===== src/logic/pkt_pkg.sv =====
`default_nettype none

package pkt_pkg;

	// buffer geometry
	localparam int NUM_QUEUES  = 4;
	localparam int QUEUE_DEPTH = 6;

	// receiver
	localparam int ARM_COUNT = 3; // start-low cycles, need not be consecutive
	localparam int PKT_BITS  = 4;

	// readout arbiter
	localparam int READ_PERIOD = 64; // clocks between firings
	localparam int Q3_THRESH   = 3;
	localparam int Q2_THRESH   = 4;
	localparam int Q1_THRESH   = 5;

	localparam int DROP_MAX = 127; // drop counter saturates here

	typedef logic [1:0] qid_t;
	typedef logic [1:0] payload_t;
	typedef logic [2:0] level_t; // 0 to 6
	typedef logic [6:0] drop_cnt_t;
	typedef logic [5:0] period_cnt_t;

	// qid sits in the top two bits, as keyed in
	typedef struct packed {
		qid_t     qid;
		payload_t payload;
	} pkt_t;

	typedef struct packed {
		level_t    level;
		drop_cnt_t drops;
	} queue_stat_t;

	typedef enum logic [1:0] {
		idle,
		wait_press,
		wait_release
	} rx_state_t;

endpackage

`default_nettype wire


===== src/logic/bit_receiver.sv =====
`timescale 1ns/1ns
`default_nettype none

module bit_receiver (
	input  wire           clk,
	input  wire           rst_n,
	input  wire           start,
	input  wire           bin0,
	input  wire           bin1,
	output pkt_pkg::pkt_t rx_pkt,
	output logic          rx_valid
);

	pkt_pkg::rx_state_t state;

	logic [1:0] arm_cnt; // start-low cycles seen so far
	logic [1:0] bit_cnt; // bits taken in this packet
	logic [pkt_pkg::PKT_BITS-1:0] shift_q;
	logic last_bit; // fourth bit sampled last edge

	logic btn_press;
	logic btn_release;
	logic press_bit;

	// exactly one button low counts as a press
	assign btn_press   = (state == pkt_pkg::wait_press) && (bin0 ^ bin1);
	assign btn_release = bin0 && bin1;
	assign press_bit   = ~bin1; // bin1 low keys a 1

	assign rx_pkt = pkt_pkg::pkt_t'(shift_q);

	always_ff @(posedge clk or negedge rst_n) begin
		if (!rst_n) begin
			state    <= pkt_pkg::idle;
			arm_cnt  <= '0;
			bit_cnt  <= '0;
			last_bit <= 1'b0;
			rx_valid <= 1'b0;
		end else begin
			last_bit <= 1'b0;
			rx_valid <= last_bit; // packet pulse one edge after last press

			case (state)
				pkt_pkg::idle: begin
					if (!start) begin
						if (arm_cnt == 2'(pkt_pkg::ARM_COUNT - 1)) begin
							arm_cnt <= '0;
							bit_cnt <= '0;
							state   <= pkt_pkg::wait_press;
						end else begin
							arm_cnt <= arm_cnt + 2'd1;
						end
					end
				end

				pkt_pkg::wait_press: begin
					if (btn_press) begin
						bit_cnt <= bit_cnt + 2'd1;
						if (bit_cnt == 2'(pkt_pkg::PKT_BITS - 1)) begin
							last_bit <= 1'b1;
							state    <= pkt_pkg::idle; // disarm, start must be seen again
						end else begin
							state <= pkt_pkg::wait_release;
						end
					end
				end

				pkt_pkg::wait_release: begin
					if (btn_release) begin
						state <= pkt_pkg::wait_press;
					end
				end

				default: begin
					state <= pkt_pkg::idle;
				end
			endcase
		end
	end

	// first bit ends up as msb
	always_ff @(posedge clk) begin
		if (btn_press) begin
			shift_q <= {shift_q[pkt_pkg::PKT_BITS-2:0], press_bit};
		end
	end

endmodule

`default_nettype wire


===== src/logic/pkt_buffer_top.sv =====
`timescale 1ns/1ns
`default_nettype none

module pkt_buffer_top (
	input  wire                                                clk,
	input  wire                                                rst_n,
	input  wire                                                start,
	input  wire                                                bin0,
	input  wire                                                bin1,
	output wire pkt_pkg::pkt_t                                 read_item,
	output wire                                                read_valid,
	output wire                                                read_none,
	output wire pkt_pkg::queue_stat_t [pkt_pkg::NUM_QUEUES-1:0] q_stat
);

	wire pkt_pkg::pkt_t rx_pkt;
	wire                rx_valid;

	wire pkt_pkg::pkt_t [pkt_pkg::NUM_QUEUES-1:0] head;
	wire [pkt_pkg::NUM_QUEUES-1:0]                pop;

	bit_receiver rx_i (
		.clk      (clk),
		.rst_n    (rst_n),
		.start    (start),
		.bin0     (bin0),
		.bin1     (bin1),
		.rx_pkt   (rx_pkt),
		.rx_valid (rx_valid)
	);

	// every queue sees the strobe, only the addressed one takes it
	for (genvar g = 0; g < pkt_pkg::NUM_QUEUES; g++) begin : g_queue
		pkt_queue #(
			.QUEUE_ID (pkt_pkg::qid_t'(g))
		) queue_i (
			.clk      (clk),
			.rst_n    (rst_n),
			.rx_pkt   (rx_pkt),
			.rx_valid (rx_valid),
			.pop      (pop[g]),
			.head     (head[g]),
			.stat     (q_stat[g])
		);
	end

	readout_arbiter arb_i (
		.clk        (clk),
		.rst_n      (rst_n),
		.head       (head),
		.stat       (q_stat),
		.pop        (pop),
		.read_item  (read_item),
		.read_valid (read_valid),
		.read_none  (read_none)
	);

endmodule

`default_nettype wire


===== src/logic/pkt_queue.sv =====
`timescale 1ns/1ns
`default_nettype none

module pkt_queue #(
	parameter pkt_pkg::qid_t QUEUE_ID = '0
) (
	input  wire                  clk,
	input  wire                  rst_n,
	input  wire pkt_pkg::pkt_t   rx_pkt,
	input  wire                  rx_valid,
	input  wire                  pop,
	output pkt_pkg::pkt_t        head,
	output pkt_pkg::queue_stat_t stat
);

	// slot 0 is newest, slot level-1 the oldest
	pkt_pkg::payload_t slot [pkt_pkg::QUEUE_DEPTH];

	pkt_pkg::level_t   level;
	pkt_pkg::drop_cnt_t drops;
	pkt_pkg::level_t   oldest;

	logic push;
	logic do_pop;
	logic full;

	assign push   = rx_valid && (rx_pkt.qid == QUEUE_ID);
	assign do_pop = pop && (level != '0);
	assign full   = (level == pkt_pkg::level_t'(pkt_pkg::QUEUE_DEPTH));
	assign oldest = (level == '0) ? '0 : level - pkt_pkg::level_t'(1);

	// shift toward the oldest end, slot 5 falls off when full
	always_ff @(posedge clk) begin
		if (push) begin
			slot[0] <= rx_pkt.payload;
			for (int i = 1; i < pkt_pkg::QUEUE_DEPTH; i++) begin
				slot[i] <= slot[i-1];
			end
		end
	end

	always_ff @(posedge clk or negedge rst_n) begin
		if (!rst_n) begin
			level <= '0;
			drops <= '0;
		end else begin
			if (push && !do_pop) begin
				if (full) begin
					if (drops != pkt_pkg::drop_cnt_t'(pkt_pkg::DROP_MAX)) begin
						drops <= drops + pkt_pkg::drop_cnt_t'(1); // oldest lost
					end
				end else begin
					level <= level + pkt_pkg::level_t'(1);
				end
			end else if (do_pop && !push) begin
				level <= level - pkt_pkg::level_t'(1);
			end
			// push with pop: oldest popped, new one in, level holds
		end
	end

	assign head = '{qid: QUEUE_ID, payload: slot[oldest]};
	assign stat = '{level: level, drops: drops};

endmodule

`default_nettype wire


===== src/logic/readout_arbiter.sv =====
`timescale 1ns/1ns
`default_nettype none

module readout_arbiter (
	input  wire                                                clk,
	input  wire                                                rst_n,
	input  wire pkt_pkg::pkt_t [pkt_pkg::NUM_QUEUES-1:0]        head,
	input  wire pkt_pkg::queue_stat_t [pkt_pkg::NUM_QUEUES-1:0] stat,
	output logic [pkt_pkg::NUM_QUEUES-1:0]                     pop,
	output pkt_pkg::pkt_t                                      read_item,
	output logic                                               read_valid,
	output logic                                               read_none
);

	pkt_pkg::period_cnt_t period_cnt;
	logic fire;

	pkt_pkg::level_t lvl [pkt_pkg::NUM_QUEUES];

	logic          grant_valid;
	pkt_pkg::qid_t grant_id;

	assign fire = (period_cnt == pkt_pkg::period_cnt_t'(pkt_pkg::READ_PERIOD - 1));

	always_comb begin
		for (int i = 0; i < pkt_pkg::NUM_QUEUES; i++) begin
			lvl[i] = stat[i].level;
		end
	end

	// weighted grant, then plain 0..3 order on whatever is non-empty
	always_comb begin
		grant_valid = 1'b1;
		grant_id    = 2'd0;
		if (lvl[3] >= pkt_pkg::level_t'(pkt_pkg::Q3_THRESH)) begin
			grant_id = 2'd3;
		end else if (lvl[2] >= pkt_pkg::level_t'(pkt_pkg::Q2_THRESH)) begin
			grant_id = 2'd2;
		end else if (lvl[1] >= pkt_pkg::level_t'(pkt_pkg::Q1_THRESH)) begin
			grant_id = 2'd1;
		end else if (lvl[0] != '0) begin
			grant_id = 2'd0;
		end else if (lvl[1] != '0) begin
			grant_id = 2'd1;
		end else if (lvl[2] != '0) begin
			grant_id = 2'd2;
		end else if (lvl[3] != '0) begin
			grant_id = 2'd3;
		end else begin
			grant_valid = 1'b0; // all empty
		end
	end

	// pop lands on the same edge that registers the readout
	always_comb begin
		pop = '0;
		if (fire && grant_valid) begin
			pop[grant_id] = 1'b1;
		end
	end

	always_ff @(posedge clk or negedge rst_n) begin
		if (!rst_n) begin
			period_cnt <= '0;
			read_valid <= 1'b0;
			read_none  <= 1'b0;
		end else begin
			if (fire) begin
				period_cnt <= '0;
			end else begin
				period_cnt <= period_cnt + pkt_pkg::period_cnt_t'(1);
			end

			read_valid <= fire && grant_valid;

			if (fire) begin
				read_none <= !grant_valid; // level, held until next firing
			end
		end
	end

	always_ff @(posedge clk) begin
		if (fire && grant_valid) begin
			read_item <= head[grant_id];
		end
	end

endmodule

`default_nettype wire


===== config.mk =====
export PLATFORM = sky130hd
export DESIGN_NAME = pkt_buffer_top
export DESIGN_NICKNAME = d
export VERILOG_FILES = /design/src/logic/pkt_pkg.sv /design/src/logic/bit_receiver.sv /design/src/logic/pkt_buffer_top.sv /design/src/logic/pkt_queue.sv /design/src/logic/readout_arbiter.sv
export SDC_FILE = /design/constraint.sdc
export NUM_CORES = 1
export LEC_CHECK = 0
export ABC_AREA = 1
export CAP_MARGIN = 5
export CORE_MARGIN = 2
export CORE_UTILIZATION = 60
export CTS_CLUSTER_SIZE = 10
export DETAILED_ROUTE_END_ITERATION = 12
export DONT_BUFFER_PORTS = 1
export PLACE_DENSITY = 0.79
export SETUP_SLACK_MARGIN = 0.15
export SYNTH_ARGS = -nofsm -noshare
export SYNTH_HDL_FRONTEND = slang
export SYNTH_HIERARCHICAL = 1
export SYNTH_SLANG_ARGS = --single-unit

===== constraint.sdc =====
create_clock -name clk -period 3.3 [get_ports clk]
set_input_delay 0.99 -clock clk [delete_from_list [all_inputs] [get_ports clk]]
set_output_delay 0.99 -clock clk [all_outputs]
set_load 0.005 [all_outputs]

Yosys cells after proc, flatten, opt, wreduce, memory -nomap -nowiden. Memories as Yosys holds them, arrays and structs flattened. Cells that the tools add are included. W data, S select, Z words.

Add/subtract/negate cells: 15. Magnitude comparators: 5. Equal/unequal tests: 24. Muxes and demuxes: 58. Bitwise operators: 3. Reductions and logical operators: 55.

Operator list (number): $mux W3 (16); $mux W2 (16); $add A7 B1 Y7 const B (4); $ne A7 B7 Y1 const B (4); $logic_and A1 B1 Y1 (20); $mux W1 (19); $add A3 B1 Y3 const B (4); $eq A3 B3 Y1 const B (4); $logic_not A3 Y1 (4); $reduce_and A3 Y1 (4); $reduce_bool A3 Y1 (4); $sub A3 B1 Y3 const B (4); $eq A2 B2 Y1 const B (5); $ne A2 B2 Y1 const B (5); $reduce_and A2 Y1 (5); $reduce_bool A2 Y1 (5); $logic_not A1 Y1 (9); $bmux W4 S2 (1); $mux W4 (2); $reduce_and A4 Y1 (2); $add A6 B1 Y6 const B (1); $eq A6 B6 Y1 const B (1); $ge A3 B3 Y1 const B (2); $mux W6 (1); 12 further kinds (18).

Bits in registers: 64. Memory bits (writable): 48. Bits of input ports: 5. Output and inout bits: 46. Logic and storage cells: 183. Memories: 4.

Memory list: g_queue[0].queue_i.slot (depth 6, bits a word 2, read ports 6, clocked after memory_dff 0, wr ports 6, RTL line pkt_queue.sv:17) `pkt_pkg::payload_t slot [pkt_pkg::QUEUE_DEPTH];`; g_queue[1].queue_i.slot (depth 6, bits a word 2, read ports 6, clocked after memory_dff 0, wr ports 6, RTL line pkt_queue.sv:17); g_queue[2].queue_i.slot (depth 6, bits a word 2, read ports 6, clocked after memory_dff 0, wr ports 6, RTL line pkt_queue.sv:17); g_queue[3].queue_i.slot (depth 6, bits a word 2, read ports 6, clocked after memory_dff 0, wr ports 6, RTL line pkt_queue.sv:17).

Longest topological paths before layout.
Depth in word-level cells: 18. Gate-level depth with buffers: 18. Gate-level depth less buffers: 18.

Cells and area by module. The synthesis kept the hierarchy.

By module, submodules not included: pkt_queue at g_queue[1].queue_i (times used 1, cells an instance 149, area each 1238.7 µm², sequential area each 610.6 µm²); pkt_queue at g_queue[2].queue_i (times used 1, cells an instance 147, area each 1236.2 µm², sequential area each 610.6 µm²); pkt_queue at g_queue[0].queue_i (times used 1, cells an instance 143, area each 1233.7 µm², sequential area each 610.6 µm²); pkt_queue at g_queue[3].queue_i (times used 1, cells an instance 145, area each 1217.4 µm², sequential area each 610.6 µm²); readout_arbiter (times used 1, cells an instance 100, area each 823.3 µm², sequential area each 320.3 µm²); bit_receiver (times used 1, cells an instance 54, area each 514.2 µm², sequential area each 320.3 µm²).

Worst setup path after synthesis. No wires, ideal clock.

Kind: reg2reg. From: register g_queue[1].queue_i.level[0]. To: register arb_i/read_item[0] (netlist name). Setup time: 259 ps. Data arrival time: 1702 ps. Required time: 3041 ps. Slack: 1339 ps. Cell stages (with the launch flop): 14. Buffers on the path: 0. Clock period less this slack: 1961 ps. Cells stage by stage: dfrtp_1 inv_1 ha_1 ha_1 nor2_1 nand2_1 nand2_1 nand2_1 nand3_1 nand2_1 nand3_1 nand2_1 inv_1 nand3_1.

RTL lines: start: declaration (RTL line pkt_queue.sv:19) `pkt_pkg::level_t level;`; start signal: assignment (RTL line pkt_queue.sv:53) `level <= level + pkt_pkg::level_t'(1);`; start signal: assignment (RTL line pkt_queue.sv:56) `level <= level - pkt_pkg::level_t'(1);`.

==> reports/metrics.json <==
{
  "multi_input_comb_area_mm2": 0.00271,
  "p_per_area_mw_per_mm2": 531,
  "violation_count_after_the_first_detailed_route_iteration": 234,
  "outcome": "complete, no violations",
  "syn2layout_area_growth_pct": 5.11,
  "tritoncts": "done",
  "max-clock-path-buffers": 2,
  "post_synth_mux_area_share_pct": 0,
  "critPathArrivalTime_ps": 2480,
  "floorplan.io_pins": 51,
  "timing_worst_slew_pin_value_ps": 733,
  "rsz0062_at_grt": "false",
  "drtPass1Iterations": 5,
  "antenna_cells_inserted": 0,
  "tritoncts.num_buffers": 9,
  "cpMaxStageDelayCell": "sky130_fd_sc_hd__dfrtp_1",
  "power.internal_w": 0.00227,
  "place_inst": 866,
  "first_global_vias": 4428,
  "worst_ep_required_time_ps": 3430,
  "cts_sinks": 112,
  "synth_area_per_cell_um2": 8.49,
  "post_layout_nonfiller_instances": 882,
  "finalSetupViolations": 0,
  "post_cts_hold_buffer_count": 0,
  "layout_commonest_cell": "sky130_fd_sc_hd__nand2_1",
  "grt_max_degree": 57,
  "power.total_w": 0.00350,
  "reg2reg_setup_slack_ps": 960,
  "worst_skew_pair.late_latency_ps": 370,
  "yosys-top-cells-area": "sky130_fd_sc_hd__edfxtp_1, sky130_fd_sc_hd__dfrtp_1, sky130_fd_sc_hd__nand2_1, sky130_fd_sc_hd__nand3_1, sky130_fd_sc_hd__ha_1",
  "yosysWarnings": 6,
  "yosys.area_share.adder_pct": 5.39,
  "synth.ff_latch_count": 112,
  "yosysTopAreaCellShare_pct": 26.8,
  "max_cap_viol_count": 0,
  "crit_path_max_incr_delay_ps": 560,
  "mapped_area_mm2": 0.00626,
  "cts-root-buf": "sky130_fd_sc_hd__clkbuf_8",
  "post-route-period-util_pct": 71.1,
  "hold_ws_ps": 298,
  "via_count": 4573,
  "worstPathBufferInverterCount": 2,
  "hold_class": "primary input to async pin",
  "ant_nets": 0,
  "grt_pass1_wl_mm": 20.1,
  "post_cts_buffers": 0,
  "std_cell_rows": 37,
  "start_util_pct": 61.2,
  "cts_max_level": 3,
  "worstSetupEndpointType": "flop",
  "register_area_mm2": 0.00308,
  "fin_tns_setup_ps": 0,
  "core_mm2": 0.0102,
  "ff2ff_path_depth": 13,
  "dp_hpwl_mm": 8.66,
  "comb_power_share_pct": 27.8,
  "post-route-drc-count": 0,
  "synth_xor_area_share_pct": 1.82,
  "layout.cells.most_common_list": "sky130_fd_sc_hd__nand2_1, sky130_fd_sc_hd__inv_1, sky130_fd_sc_hd__nand3_1, sky130_fd_sc_hd__dfrtp_1, sky130_fd_sc_hd__edfxtp_1",
  "n_fill_cell": 834,
  "clkTransAtPathRegs_ps": 100,
  "number_of_gates_resized_after_cts": 0,
  "crit_path_frequent_cell": "sky130_fd_sc_hd__nand2_1",
  "share_of_synthesized_cell_area_in_and_or_nand_and_nor_gates_pct": 33.5,
  "switching_power_w": 0.00122,
  "synth_cells": 738,
  "critical_path.reg2reg.endpoint": "arb_i/read_item[1]",
  "critical_path.top_delay_family": "simple AND/OR/NAND/NOR gates",
  "gp_congestion": 0.893,
  "cp-start-kind": "flop",
  "finClkSkew_ps": 8.18,
  "layout.core_utilization_pct": 64.4,
  "power.static_leakage_nw": 3.15,
  "fmax_mhz": 426,
  "die_area_mm2": 0.0113,
  "synth.lib_cells_used.distinct": 32,
  "clock_power_share_pct": 25.3,
  "antenna_found_initial": 0,
  "path_cells": "inv_1 -> ha_1 -> ha_1 -> nor2_1 -> nand2_1 -> nand2_1 -> nand2_1 -> nand3_1 -> nand2_1 -> nand3_1 -> nand2_1 -> inv_1 -> nand3_1",
  "die_h_um": 106,
  "compound_cell_area_share_of_the_yosys_netlist_pct": 2.12,
  "main_combinational_cell_family_by_area_after_synthesis": "simple AND/OR/NAND/NOR gates",
  "report.final.hold_viol_count": 0,
  "worstSetupPathType": "flop to flop",
  "nets": 773,
  "dieWidth_um": 106,
  "avgViaCountPerCell": 5.18,
  "max_slew_margin_pct": 51.1,
  "ys_seq_area_share_pct": 49.2,
  "grt_remaining_overflow": 0,
  "finalCriticalPeriod_ps": 2340,
  "worstPathMaxFanout": 9,
  "detail_route.wl_per_cell_um": 13.5,
  "drive_above_1_share_pct": 11.7,
  "drt_wl_total_mm": 11.9,
  "r2r_start": "g_queue[1].queue_i/level[0]",
  "seqPwrFrac_pct": 46.9,
  "synth_area_leader_cell": "sky130_fd_sc_hd__edfxtp_1",
  "final_max_slew_viol_count": 0,
  "grtUsageTotal_pct": 22.4,
  "switching_power_as_a_share_of_total_power_pct": 35.0,
  "vdd.ir_drop.worst_v": 0.000419,
  "place.port_buffers": 0
}
==> final cells by class <==
cell class / instances / area share, %
clock buffers: 10 / 2.26
clock inverters: 6 / 1.10
inverters: 106 / 6.04
multi-input cells: 512 / 41.2
flip-flops and latches: 112 / 46.8
well taps: 136 / 2.58
==> how the worst max path moves through the flow <==
stage | from | endpoint | cells past startpoint
after detailed placement | g_queue[1].queue_i/level[0] | arb_i/read_item[0] | 13
after floorplan | g_queue[1].queue_i/level[0] | arb_i/read_item[0] | 13
after global routing | g_queue[1].queue_i/level[0] | arb_i/read_item[1] | 13
after CTS | g_queue[1].queue_i/level[0] | arb_i/read_item[0] | 13
final | g_queue[1].queue_i/level[0] | arb_i/read_item[1] | 13
after global placement | g_queue[1].queue_i/level[0] | arb_i/read_item[0] | 13
==> power groups by stage <==
| stage | Sequential (W) | Clock, W | Combinational, W |
|---|---|---|---|
| global route | 0.00165 | 0.000971 | 0.00111 |
| global placement | 0.00166 | 0 | 0.000918 |
| finish | 0.00164 | 0.000885 | 0.000973 |
| floorplan | 0.00163 | 0 | 0.000825 |
| detailed placement | 0.00167 | 0 | 0.000960 |
| CTS | 0.00164 | 0.000916 | 0.000966 |
==> routing by layer <==
layer | up-vias | GRT usage (%) | part of all wire, %
met5 | - | 0 | 0
met4 | 0 | 7.05 | 1.5
met3 | 10 | 5.46 | 5.0
met2 | 95 | 38.6 | 49
met1 | 2146 | 27.7 | 44
li1 | 2322 | - | -
==> synth_stat cells, drive strengths merged <==
library cell,instances
nand3b,3
dfrtp,56
nand2,261
clkinv,3
a21o,1
nand3,88
buf,10
nor2,71
o21ai,18
xnor2,4
xor2,9
conb,6
or2,5
nor3,6
a21oi,4
ha,27
nand4,6
inv,103
nor3b,1
edfxtp,56
==> metrics by stage <==
step                      setup slack, ps  instance area, um^2
after floorplan                      1340                 6270
after global placement                972                 6360
after detailed placement              941                 6360
after CTS                             927                 6580
after global routing                  722                 6580
final                                 955                 6580
==> sequential cells by signal, indices dropped and copies added, names as in the netlist <==
name	count
arb_i/read_valid	1
rx_i/state	2
rx_i/rx_valid	1
g_queue.queue_i/level	12
g_queue.queue_i/slot	48
rx_i/rx_pkt	4
rx_i/bit_cnt	2
g_queue.queue_i/drops	28
arb_i/read_item	4
arb_i/period_cnt	6
arb_i/read_none	1
rx_i/arm_cnt	2
rx_i/last_bit	1
==> cells by family after synthesis <==
group / count (synthesis)
other: 6
flip-flops: 112
AO/OA/AOI/OAI: 23
adder cells (fa/ha/maj): 27
buffers and inverters: 116
XOR/XNOR: 13
AND/OR/NAND/NOR: 441
(Power assumes the default switching activity.)
